--- src/design/cic_settings.svh ---
////////////////////////////////////////////////////////////
// Shared constants for the CIC audio decimator
// Sample, phase and lookup widths
// Decimation ratio and its log2
// Tone generator base step and sine amplitude
////////////////////////////////////////////////////////////
`ifndef CIC_SETTINGS_SVH
`define CIC_SETTINGS_SVH

// Datapath widths
`define CIC_SAMPLE_W     16   // Audio sample, two's complement
`define CIC_PHASE_W      32   // Tone phase accumulator
`define CIC_ROM_ADDR_W   8    // Full-wave sine index

// Decimation
`define CIC_DECIM_RATIO  64
`define CIC_DECIM_LOG2   6    // Must match the ratio above

// Tone generator
`define CIC_TONE_STEP    32'h42f3   // Base step, roughly 200 Hz at 50 MHz
`define CIC_SHIFT_W      5          // Width of the step shift control
`define CIC_SINE_PEAK    16383      // Table amplitude at quarter wave

`endif

--- src/design/cic_pkg.sv ---
////////////////////////////////////////////////////////////
// Types shared by the CIC audio design
// Sample and phase words
// Source select encoding
////////////////////////////////////////////////////////////
`include "cic_settings.svh"

package cic_pkg;

   /////////////////////////////////////////////////////////
   // Data words
   /////////////////////////////////////////////////////////

   // One audio sample, signed
   typedef logic signed [`CIC_SAMPLE_W-1:0] sample_t;

   // Tone phase, wraps freely
   typedef logic [`CIC_PHASE_W-1:0] phase_t;

   /////////////////////////////////////////////////////////
   // Control encodings
   /////////////////////////////////////////////////////////

   // Filter input source
   typedef enum logic
   {
      SRC_TONE = 1'b0,   // Internal sine generator
      SRC_ADC  = 1'b1    // External converter sample
   } src_sel_e;

endpackage

--- src/design/cic_audio_top.sv ---
////////////////////////////////////////////////////////////
// CIC audio decimator top level
// Tone or ADC source, output-rate timer
// Order-4 left and order-2 right decimators
////////////////////////////////////////////////////////////
`timescale 1ns/1ns
`include "cic_settings.svh"

module cic_audio_top
   import cic_pkg::*;
(
   input  logic                     lr_clk,
   input  logic                     reset,
   input  src_sel_e                 src_sel,
   input  logic [`CIC_SHIFT_W-1:0]  tone_shift,
   input  sample_t                  adc_sample,
   output sample_t                  src_sample,     // Filter input, also observable
   output sample_t                  left_sample,    // Order 4
   output sample_t                  right_sample,   // Order 2
   output logic                     sample_valid
);

   localparam int LEFT_ORDER  = 4;
   localparam int RIGHT_ORDER = 2;
   localparam int LEFT_W      = `CIC_SAMPLE_W + LEFT_ORDER * `CIC_DECIM_LOG2;
   localparam int RIGHT_W     = `CIC_SAMPLE_W + RIGHT_ORDER * `CIC_DECIM_LOG2;

   logic                       sample_tick;
   logic signed [LEFT_W-1:0]   left_integ;
   logic signed [RIGHT_W-1:0]  right_integ;

   /////////////////////////////////////////////////////////
   // Source and timing
   /////////////////////////////////////////////////////////
   sample_source sample_source_i
   (
      .lr_clk     (lr_clk),
      .reset      (reset),
      .src_sel    (src_sel),
      .tone_shift (tone_shift),
      .adc_sample (adc_sample),
      .src_sample (src_sample)
   );

   decim_timer decim_timer_i
   (
      .lr_clk      (lr_clk),
      .reset       (reset),
      .sample_tick (sample_tick)
   );

   /////////////////////////////////////////////////////////
   // Left channel
   /////////////////////////////////////////////////////////
   cic_integrator #(.ORDER(LEFT_ORDER)) left_integ_i
   (
      .lr_clk    (lr_clk),
      .reset     (reset),
      .sample_in (src_sample),
      .integ_out (left_integ)
   );

   cic_comb #(.ORDER(LEFT_ORDER)) left_comb_i
   (
      .lr_clk      (lr_clk),
      .reset       (reset),
      .sample_tick (sample_tick),
      .integ_in    (left_integ),
      .sample_out  (left_sample),
      .out_valid   (sample_valid)   // Shared strobe for both channels
   );

   /////////////////////////////////////////////////////////
   // Right channel
   /////////////////////////////////////////////////////////
   cic_integrator #(.ORDER(RIGHT_ORDER)) right_integ_i
   (
      .lr_clk    (lr_clk),
      .reset     (reset),
      .sample_in (src_sample),
      .integ_out (right_integ)
   );

   cic_comb #(.ORDER(RIGHT_ORDER)) right_comb_i
   (
      .lr_clk      (lr_clk),
      .reset       (reset),
      .sample_tick (sample_tick),
      .integ_in    (right_integ),
      .sample_out  (right_sample),
      .out_valid   ()               // Same timing as the left strobe
   );

endmodule

--- src/design/cic_comb.sv ---
////////////////////////////////////////////////////////////
// CIC comb section
// Captures the integrator on each tick
// ORDER difference stages with tick-rate delays
// DC gain removal by arithmetic shift, output and valid
////////////////////////////////////////////////////////////
`timescale 1ns/1ns
`include "cic_settings.svh"

module cic_comb
   import cic_pkg::*;
#(
   parameter int ORDER = 4
)
(
   input  logic                                                    lr_clk,
   input  logic                                                    reset,
   input  logic                                                    sample_tick,
   input  logic signed [`CIC_SAMPLE_W+ORDER*`CIC_DECIM_LOG2-1:0]   integ_in,
   output sample_t                                                 sample_out,
   output logic                                                    out_valid
);

   localparam int GAIN_SH = ORDER * `CIC_DECIM_LOG2;   // log2 of R**ORDER
   localparam int ACC_W   = `CIC_SAMPLE_W + GAIN_SH;

   logic signed [ACC_W-1:0] cap;             // Integrator at the last tick
   logic signed [ACC_W-1:0] dly  [ORDER];    // Stage inputs, one tick old
   logic signed [ACC_W-1:0] diff [ORDER];
   logic signed [ACC_W-1:0] scaled;

   /////////////////////////////////////////////////////////
   // Difference chain
   /////////////////////////////////////////////////////////
   always_comb
   begin
      diff[0] = cap - dly[0];
      for (int k = 1; k < ORDER; k++)
         diff[k] = diff[k-1] - dly[k];
   end

   // Exact DC normalisation, gain is a power of two
   assign scaled = diff[ORDER-1] >>> GAIN_SH;

   /////////////////////////////////////////////////////////
   // Tick-rate registers
   /////////////////////////////////////////////////////////
   always_ff @(posedge lr_clk)
   begin
      if (reset)
      begin
         cap        <= '0;
         sample_out <= '0;
         out_valid  <= 1'b0;
         for (int k = 0; k < ORDER; k++)
            dly[k] <= '0;
      end
      else
      begin
         out_valid <= sample_tick;   // Single pulse per window
         if (sample_tick)
         begin
            cap        <= integ_in;
            dly[0]     <= cap;
            for (int k = 1; k < ORDER; k++)
               dly[k] <= diff[k-1];
            sample_out <= sample_t'(scaled[`CIC_SAMPLE_W-1:0]);
         end
      end
   end

endmodule

--- src/design/cic_integrator.sv ---
////////////////////////////////////////////////////////////
// CIC integrator section
// ORDER cascaded accumulators at the input rate
// Two's complement wrap, undone by the combs
////////////////////////////////////////////////////////////
`timescale 1ns/1ns
`include "cic_settings.svh"

module cic_integrator
   import cic_pkg::*;
#(
   parameter int ORDER = 4
)
(
   input  logic                                                    lr_clk,
   input  logic                                                    reset,
   input  sample_t                                                 sample_in,
   output logic signed [`CIC_SAMPLE_W+ORDER*`CIC_DECIM_LOG2-1:0]   integ_out
);

   // Bit growth is ORDER * log2(ratio)
   localparam int ACC_W = `CIC_SAMPLE_W + ORDER * `CIC_DECIM_LOG2;

   logic signed [ACC_W-1:0] acc [ORDER];
   logic signed [ACC_W-1:0] sample_ext;

   assign sample_ext = ACC_W'(sample_in);   // Sign extended

   /////////////////////////////////////////////////////////
   // Accumulator chain, one register per stage
   /////////////////////////////////////////////////////////
   always_ff @(posedge lr_clk)
   begin
      if (reset)
      begin
         for (int k = 0; k < ORDER; k++)
            acc[k] <= '0;
      end
      else
      begin
         acc[0] <= acc[0] + sample_ext;
         for (int k = 1; k < ORDER; k++)
            acc[k] <= acc[k] + acc[k-1];   // Feeds from the previous stage
      end
   end

   assign integ_out = acc[ORDER-1];

endmodule

--- src/design/decim_timer.sv ---
////////////////////////////////////////////////////////////
// Output-rate timer
// One-cycle tick every CIC_DECIM_RATIO clocks
////////////////////////////////////////////////////////////
`timescale 1ns/1ns
`include "cic_settings.svh"

module decim_timer
   import cic_pkg::*;
(
   input  logic  lr_clk,
   input  logic  reset,
   output logic  sample_tick   // Comb update strobe
);

   localparam int CNT_W = `CIC_DECIM_LOG2;

   logic [CNT_W-1:0] count;

   // Last count of the window
   assign sample_tick = (count == CNT_W'(`CIC_DECIM_RATIO - 1));

   always_ff @(posedge lr_clk)
   begin
      if (reset)
         count <= '0;
      else if (sample_tick)
         count <= '0;            // Start the next window
      else
         count <= count + 1'b1;
   end

endmodule

--- src/design/sample_source.sv ---
////////////////////////////////////////////////////////////
// Filter input source
// Tone phase accumulator with shifted step
// Sine lookup and registered source select
////////////////////////////////////////////////////////////
`timescale 1ns/1ns
`include "cic_settings.svh"

module sample_source
   import cic_pkg::*;
(
   input  logic                     lr_clk,
   input  logic                     reset,
   input  src_sel_e                 src_sel,
   input  logic [`CIC_SHIFT_W-1:0]  tone_shift,   // Octave select for the tone
   input  sample_t                  adc_sample,
   output sample_t                  src_sample
);

   phase_t   phase;
   phase_t   phase_inc;
   sample_t  tone_sample;

   /////////////////////////////////////////////////////////
   // Phase accumulator
   /////////////////////////////////////////////////////////

   // Each shift step doubles the tone frequency
   assign phase_inc = phase_t'(`CIC_TONE_STEP) << tone_shift;

   always_ff @(posedge lr_clk)
   begin
      if (reset)
         phase <= '0;
      else
         phase <= phase + phase_inc;   // Wraps once per tone period
   end

   // Lookup on the top phase bits, one cycle of latency
   sine_quarter_rom sine_rom_i
   (
      .lr_clk    (lr_clk),
      .reset     (reset),
      .phase_idx (phase[`CIC_PHASE_W-1 -: `CIC_ROM_ADDR_W]),
      .sine      (tone_sample)
   );

   /////////////////////////////////////////////////////////
   // Source select
   /////////////////////////////////////////////////////////
   always_ff @(posedge lr_clk)
   begin
      if (reset)
         src_sample <= '0;
      else if (src_sel == SRC_ADC)
         src_sample <= adc_sample;    // One cycle from the pin
      else
         src_sample <= tone_sample;   // Two cycles from the phase
   end

endmodule

--- src/design/sine_quarter_rom.sv ---
////////////////////////////////////////////////////////////
// Registered sine lookup
// Quarter-wave table of 65 entries
// Full period by mirroring the address and negating
////////////////////////////////////////////////////////////
`timescale 1ns/1ns
`include "cic_settings.svh"

module sine_quarter_rom
   import cic_pkg::*;
(
   input  logic                        lr_clk,
   input  logic                        reset,
   input  logic [`CIC_ROM_ADDR_W-1:0]  phase_idx,   // Top bits of the phase
   output sample_t                     sine
);

   localparam int OFF_W = `CIC_ROM_ADDR_W - 2;   // Offset within a quadrant

   logic [1:0]                quadrant;
   logic [OFF_W-1:0]          offset;
   logic [OFF_W:0]            qaddr;             // 0 .. 64
   logic [`CIC_SAMPLE_W-2:0]  mag;               // Unsigned magnitude
   sample_t                   sine_next;

   assign quadrant = phase_idx[`CIC_ROM_ADDR_W-1 -: 2];
   assign offset   = phase_idx[OFF_W-1:0];

   // Quadrants 1 and 3 run the table backwards
   assign qaddr = quadrant[0] ? (OFF_W+1)'(2**OFF_W) - {1'b0, offset}
                              : {1'b0, offset};

   ////////////////////////////////////////////////////////////
   // First quadrant, round(peak * sin(2*pi*a/256))
   ////////////////////////////////////////////////////////////
   always_comb
   begin
      case (qaddr)
         0:  mag = 15'd0;
         1:  mag = 15'd402;
         2:  mag = 15'd804;
         3:  mag = 15'd1205;
         4:  mag = 15'd1606;
         5:  mag = 15'd2005;
         6:  mag = 15'd2404;
         7:  mag = 15'd2801;
         8:  mag = 15'd3196;
         9:  mag = 15'd3590;
         10: mag = 15'd3981;
         11: mag = 15'd4370;
         12: mag = 15'd4756;
         13: mag = 15'd5139;
         14: mag = 15'd5519;
         15: mag = 15'd5896;
         16: mag = 15'd6270;
         17: mag = 15'd6639;
         18: mag = 15'd7005;
         19: mag = 15'd7366;
         20: mag = 15'd7723;
         21: mag = 15'd8075;
         22: mag = 15'd8423;
         23: mag = 15'd8765;
         24: mag = 15'd9102;
         25: mag = 15'd9433;
         26: mag = 15'd9759;
         27: mag = 15'd10079;
         28: mag = 15'd10393;
         29: mag = 15'd10701;
         30: mag = 15'd11002;
         31: mag = 15'd11297;
         32: mag = 15'd11585;   // 45 degrees
         33: mag = 15'd11865;
         34: mag = 15'd12139;
         35: mag = 15'd12405;
         36: mag = 15'd12664;
         37: mag = 15'd12915;
         38: mag = 15'd13159;
         39: mag = 15'd13394;
         40: mag = 15'd13622;
         41: mag = 15'd13841;
         42: mag = 15'd14052;
         43: mag = 15'd14255;
         44: mag = 15'd14449;
         45: mag = 15'd14634;
         46: mag = 15'd14810;
         47: mag = 15'd14977;
         48: mag = 15'd15136;
         49: mag = 15'd15285;
         50: mag = 15'd15425;
         51: mag = 15'd15556;
         52: mag = 15'd15678;
         53: mag = 15'd15790;
         54: mag = 15'd15892;
         55: mag = 15'd15985;
         56: mag = 15'd16068;
         57: mag = 15'd16142;
         58: mag = 15'd16206;
         59: mag = 15'd16260;
         60: mag = 15'd16304;
         61: mag = 15'd16339;
         62: mag = 15'd16363;
         63: mag = 15'd16378;
         default: mag = 15'(`CIC_SINE_PEAK);   // Index 64, the crest
      endcase
   end

   // Lower half of the period is negative
   assign sine_next = quadrant[1] ? -sample_t'({1'b0, mag}) : sample_t'({1'b0, mag});

   always_ff @(posedge lr_clk)
   begin
      if (reset)
         sine <= '0;
      else
         sine <= sine_next;
   end

endmodule

--- config.mk ---
export PLATFORM = sky130hd
export DESIGN_NAME = cic_audio_top
export DESIGN_NICKNAME = d
export VERILOG_FILES = /design/src/design/cic_pkg.sv /design/src/design/cic_audio_top.sv /design/src/design/cic_comb.sv /design/src/design/cic_integrator.sv /design/src/design/decim_timer.sv /design/src/design/sample_source.sv /design/src/design/sine_quarter_rom.sv
export VERILOG_INCLUDE_DIRS = /design/src /design/src/design
export SDC_FILE = /design/constraint.sdc
export NUM_CORES = 2
export LEC_CHECK = 0
export ABC_AREA = 1
export BUFFER_PORTS_ARGS = -buffer_cell sky130_fd_sc_hd__buf_2
export CAP_MARGIN = 20
export CORE_MARGIN = 10
export CORE_UTILIZATION = 45
export CTS_CLUSTER_DIAMETER = 40
export DETAILED_ROUTE_END_ITERATION = 10
export HOLD_SLACK_MARGIN = 0.02
export PLACE_DENSITY = 0.74
export SKIP_CTS_REPAIR_TIMING = 1
export SYNTH_ARGS = -nofsm -noshare
export SYNTH_HDL_FRONTEND = slang
export SYNTH_SLANG_ARGS = --single-unit
--- constraint.sdc ---
create_clock -name lr_clk -period 9.37 [get_ports lr_clk]
set_input_delay 1.4055 -clock lr_clk [delete_from_list [all_inputs] [get_ports lr_clk]]
set_output_delay 1.4055 -clock lr_clk [all_outputs]
set_load 0.02 [all_outputs]
==> flow_summary_export.csv <==
group,metric,value,unit
layout,fin_nets,6849,
yosys,ys_seq_elements,603,
sta,worstMarginPinSlew,1096,ps
sta,maxClockFrequency,0.1320,GHz
routing,avgViaCountPerCell,5.376,
sta,drv_slew,0,
floorplan,die_h,333.7,microns
power_and_ir_drop,peakVddDrop,0.1620,mV
power_and_ir_drop,power_leakage,0.02323,uW
routing,drc,0,
yosys,yosys_most_used_dff,"dfxtp_1",
yosys,ys_warn_count,0,
critical_path,cp-start-kind,"register",
placed_design,hpwl,88260,microns
global_route,grt_first_pass_wirelength,190800,microns
floorplan,core_area,0.09799,sq mm
yosys,synthCells,6247,
routing,wl_per_cell,15.10,microns
critical_path,worstReg2RegEnd,"left_comb_i.sample_out[13]$_SDFFE_PP0P_",
routing,num_vias,41550,
layout,layout_commonest_cell,"nand2_1",
global_route,track_usage,20.20,%
layout,final_util,51.00,%
sta,fin_crit,7574,ps
floorplan,dieWidth,333.7,microns
sta,final.setup.tns,0,ps
clock_network,clkSlewWorstSetupHoldPaths,50,ps
critical_path,crit_fanout,6,
critical_path,critPathMaxStageDelay,390,ps
critical_path,endpoint_kind,"register",
placed_design,portBuffers,72,
global_route,grt_antenna_before_repair,1,
critical_path,crit_top_cell,"nand2_1",
routing,dr.first_iter.drc_count,3176,
critical_path,critPathSlowestCell,"ha_1",
floorplan,dieArea,0.1114,sq mm
sta,rsz0062_at_grt,"false",
global_route,grt_max_degree,112,
sta,period_share,80.83,%
sta,finalSetupViolCount,0,
worst_hold_path,hold_class,"reg -> reg",
critical_path,worstRegToRegCells,43,
clock_network,cts_tree,"done",
yosys,synth_edf_count,216,
yosys,synth_seq_area_share,32.14,%
critical_path,worstSetupPathType,"reg -> reg",
routing,antenna_left,0,
layout,layout_common_cells,"nand2_1 (1029), inv_1 (993), a21oi_1 (799)",
critical_path,arrival,8130,ps
layout,drive_gt1_share,5.341,%
critical_path,r2r-start,"left_comb_i.cap[0]$_SDFFE_PP0P_",
clock_network,root_buffer,"clkbuf_16",
power_and_ir_drop,power_density,235.6,mW/mm^2
yosys,synth.top_cell.area_share,17.49,%
yosys,yosysTopAreaCell,"dfxtp_1",
placed_design,gp_congestion,0.9403,
global_route,grt-ovfl-total,0,
yosys,synthesis.nets,6752,
yosys,synth_area,0.04428,sq mm
critical_path,startpoint,"left_comb_i.cap[0]$_SDFFE_PP0P_",
outcome,outcome,"finished clean",
global_route,grt_pass1_vias,39250,
flow_run,drv_cap,0,
routing,wl,116700,microns
clock_network,cts_made_buffers,113,
clock_network,ctsHtreeMaxLevel,3,
clock_network,worstSkewPairLatency,700,ps
critical_path,ff2ff_setup_slack,1800,ps
clock_network,clock_path_buffers,3,
yosys,async_flop_share,0,%
floorplan,std_cell_rows,115,
floorplan,initial_core_util,45.19,%
yosys,syn_avg_cell_area,7.089,sq um
routing,drt-pass1-iter-count,7,
critical_path,cp.required,9930,ps
layout,antenna-diode-count,0,
sta,max-slew-margin-rel,26.95,%
critical_path,crit_end,"left_comb_i.sample_out[13]$_SDFFE_PP0P_",
layout,area_growth,12.85,%
yosys,synth_area_leaders,"dfxtp_1 (17%), edfxtp_1 (15%), ha_1 (13%)",
yosys,synth.distinct_cells,62,
sta,fin_skew,45.07,ps
floorplan,io_pins,73,
clock_network,cts.sinks,603,
worst_hold_path,holdPathStages,2,
sta,finalHoldViolations,0,
worst min-delay path by stage:
| stage | start | endpoint | slack, ps |
|---|---|---|---|
| final | left_comb_i.sample_out[2]$_SDFFE_PP0P_ | left_comb_i.sample_out[2]$_SDFFE_PP0P_ | 450 |
| after global routing | right_comb_i.sample_out[14]$_SDFFE_PP0P_ | right_comb_i.sample_out[14]$_SDFFE_PP0P_ | 460 |
| after CTS | right_comb_i.sample_out[14]$_SDFFE_PP0P_ | right_comb_i.sample_out[14]$_SDFFE_PP0P_ | 450 |
| after detailed placement | right_comb_i.sample_out[14]$_SDFFE_PP0P_ | right_comb_i.sample_out[14]$_SDFFE_PP0P_ | 440 |
| after global placement | right_comb_i.sample_out[10]$_SDFFE_PP0P_ | right_comb_i.sample_out[10]$_SDFFE_PP0P_ | 440 |
| after floorplan | decim_timer_i.count[0]$_SDFF_PP0_ | decim_timer_i.count[0]$_SDFF_PP0_ | 430 |
power breakdown:
group | total, uW | switching [uW] | internal [uW]
logic | 4100 | 2710 | 1380
clock network | 4200 | 1530 | 2670
registers | 3480 | 373 | 3110
sequential cells by signal (all words and copies together) (netlist names), 16 cells and up:
signal,cells
left_comb_i.cap,40
sample_source_i.phase,32
sample_source_i.sine_rom_i.sine,16
right_comb_i.cap,28
left_comb_i.dly,160
right_comb_i.dly,56
left_integ_i.acc,160
right_comb_i.sample_out,16
sample_source_i.src_sample,16
right_integ_i.acc,56
left_comb_i.sample_out,16
synthesized netlist by cell type (46+ instances only):
cell type	instances
inv_1	995
a31oi_1	68
xor2_1	105
nor2_1	762
ha_1	470
nor3_1	46
edfxtp_1	216
o21ai_0	560
nand2_1	1029
a21oi_1	799
nand3_1	171
dfxtp_1	387
o21a_1	102
clkbuf_1	82
critical path, delay by kind of cell (launching register included):
family          cells  cell delay [ps]
compound gates     11             1980
buf+inv             4              300
simple gates       21             3060
flops               1              290
xor+xnor            2              360
fa+ha+maj           5             1500
routing by layer:
layer	up-vias	track usage [%]	part of all wire (%)
li1	21300	-	-
met1	18810	26.42	46
met2	1183	33.30	45
met3	248	3.464	6.5
met4	2	6.994	3.3
met5	-	0	0.011
cells by family (layout without fill, tap and decap cells):
logic type	Yosys count	in the layout	synth area share (%)
AO/OA/AOI/OAI	1781	1781	22.27
XOR/XNOR	144	144	2.865
adder cells (fa/ha/maj)	481	481	13.78
buffers and inverters	1113	1307	9.570
flip-flops	603	603	32.14
AND/OR/NAND/NOR	2125	2125	19.38
through the flow:
step | total power (uW) | hold slack [ps] | area, sq um | setup slack, ps | cells
after floorplan | 6492 | 429.5 | 44280 | 573.0 | 6247
after global placement | 7441 | 438.3 | 45920 | 2293 | 7515
after detailed placement | 7506 | 437.8 | 45920 | 2000 | 7515
after CTS | 11760 | 451.9 | 49950 | 1926 | 7727
after global routing | 12550 | 459.9 | 49980 | 1015 | 7728
final | 11780 | 448.6 | 49980 | 1796 | 7728
final cells by class:
cell class                 instances  area (sq um)
fill                            9389         48010
multi-input combinational       4531         25820
sequential                       603         14230
inverter                        1012          3819
clock buffer                     135          3062
tap                             1287          1610
clock inverter                    77         962.2
timing repair buffer              83         465.4
Power figures use the tool's default switching activity.
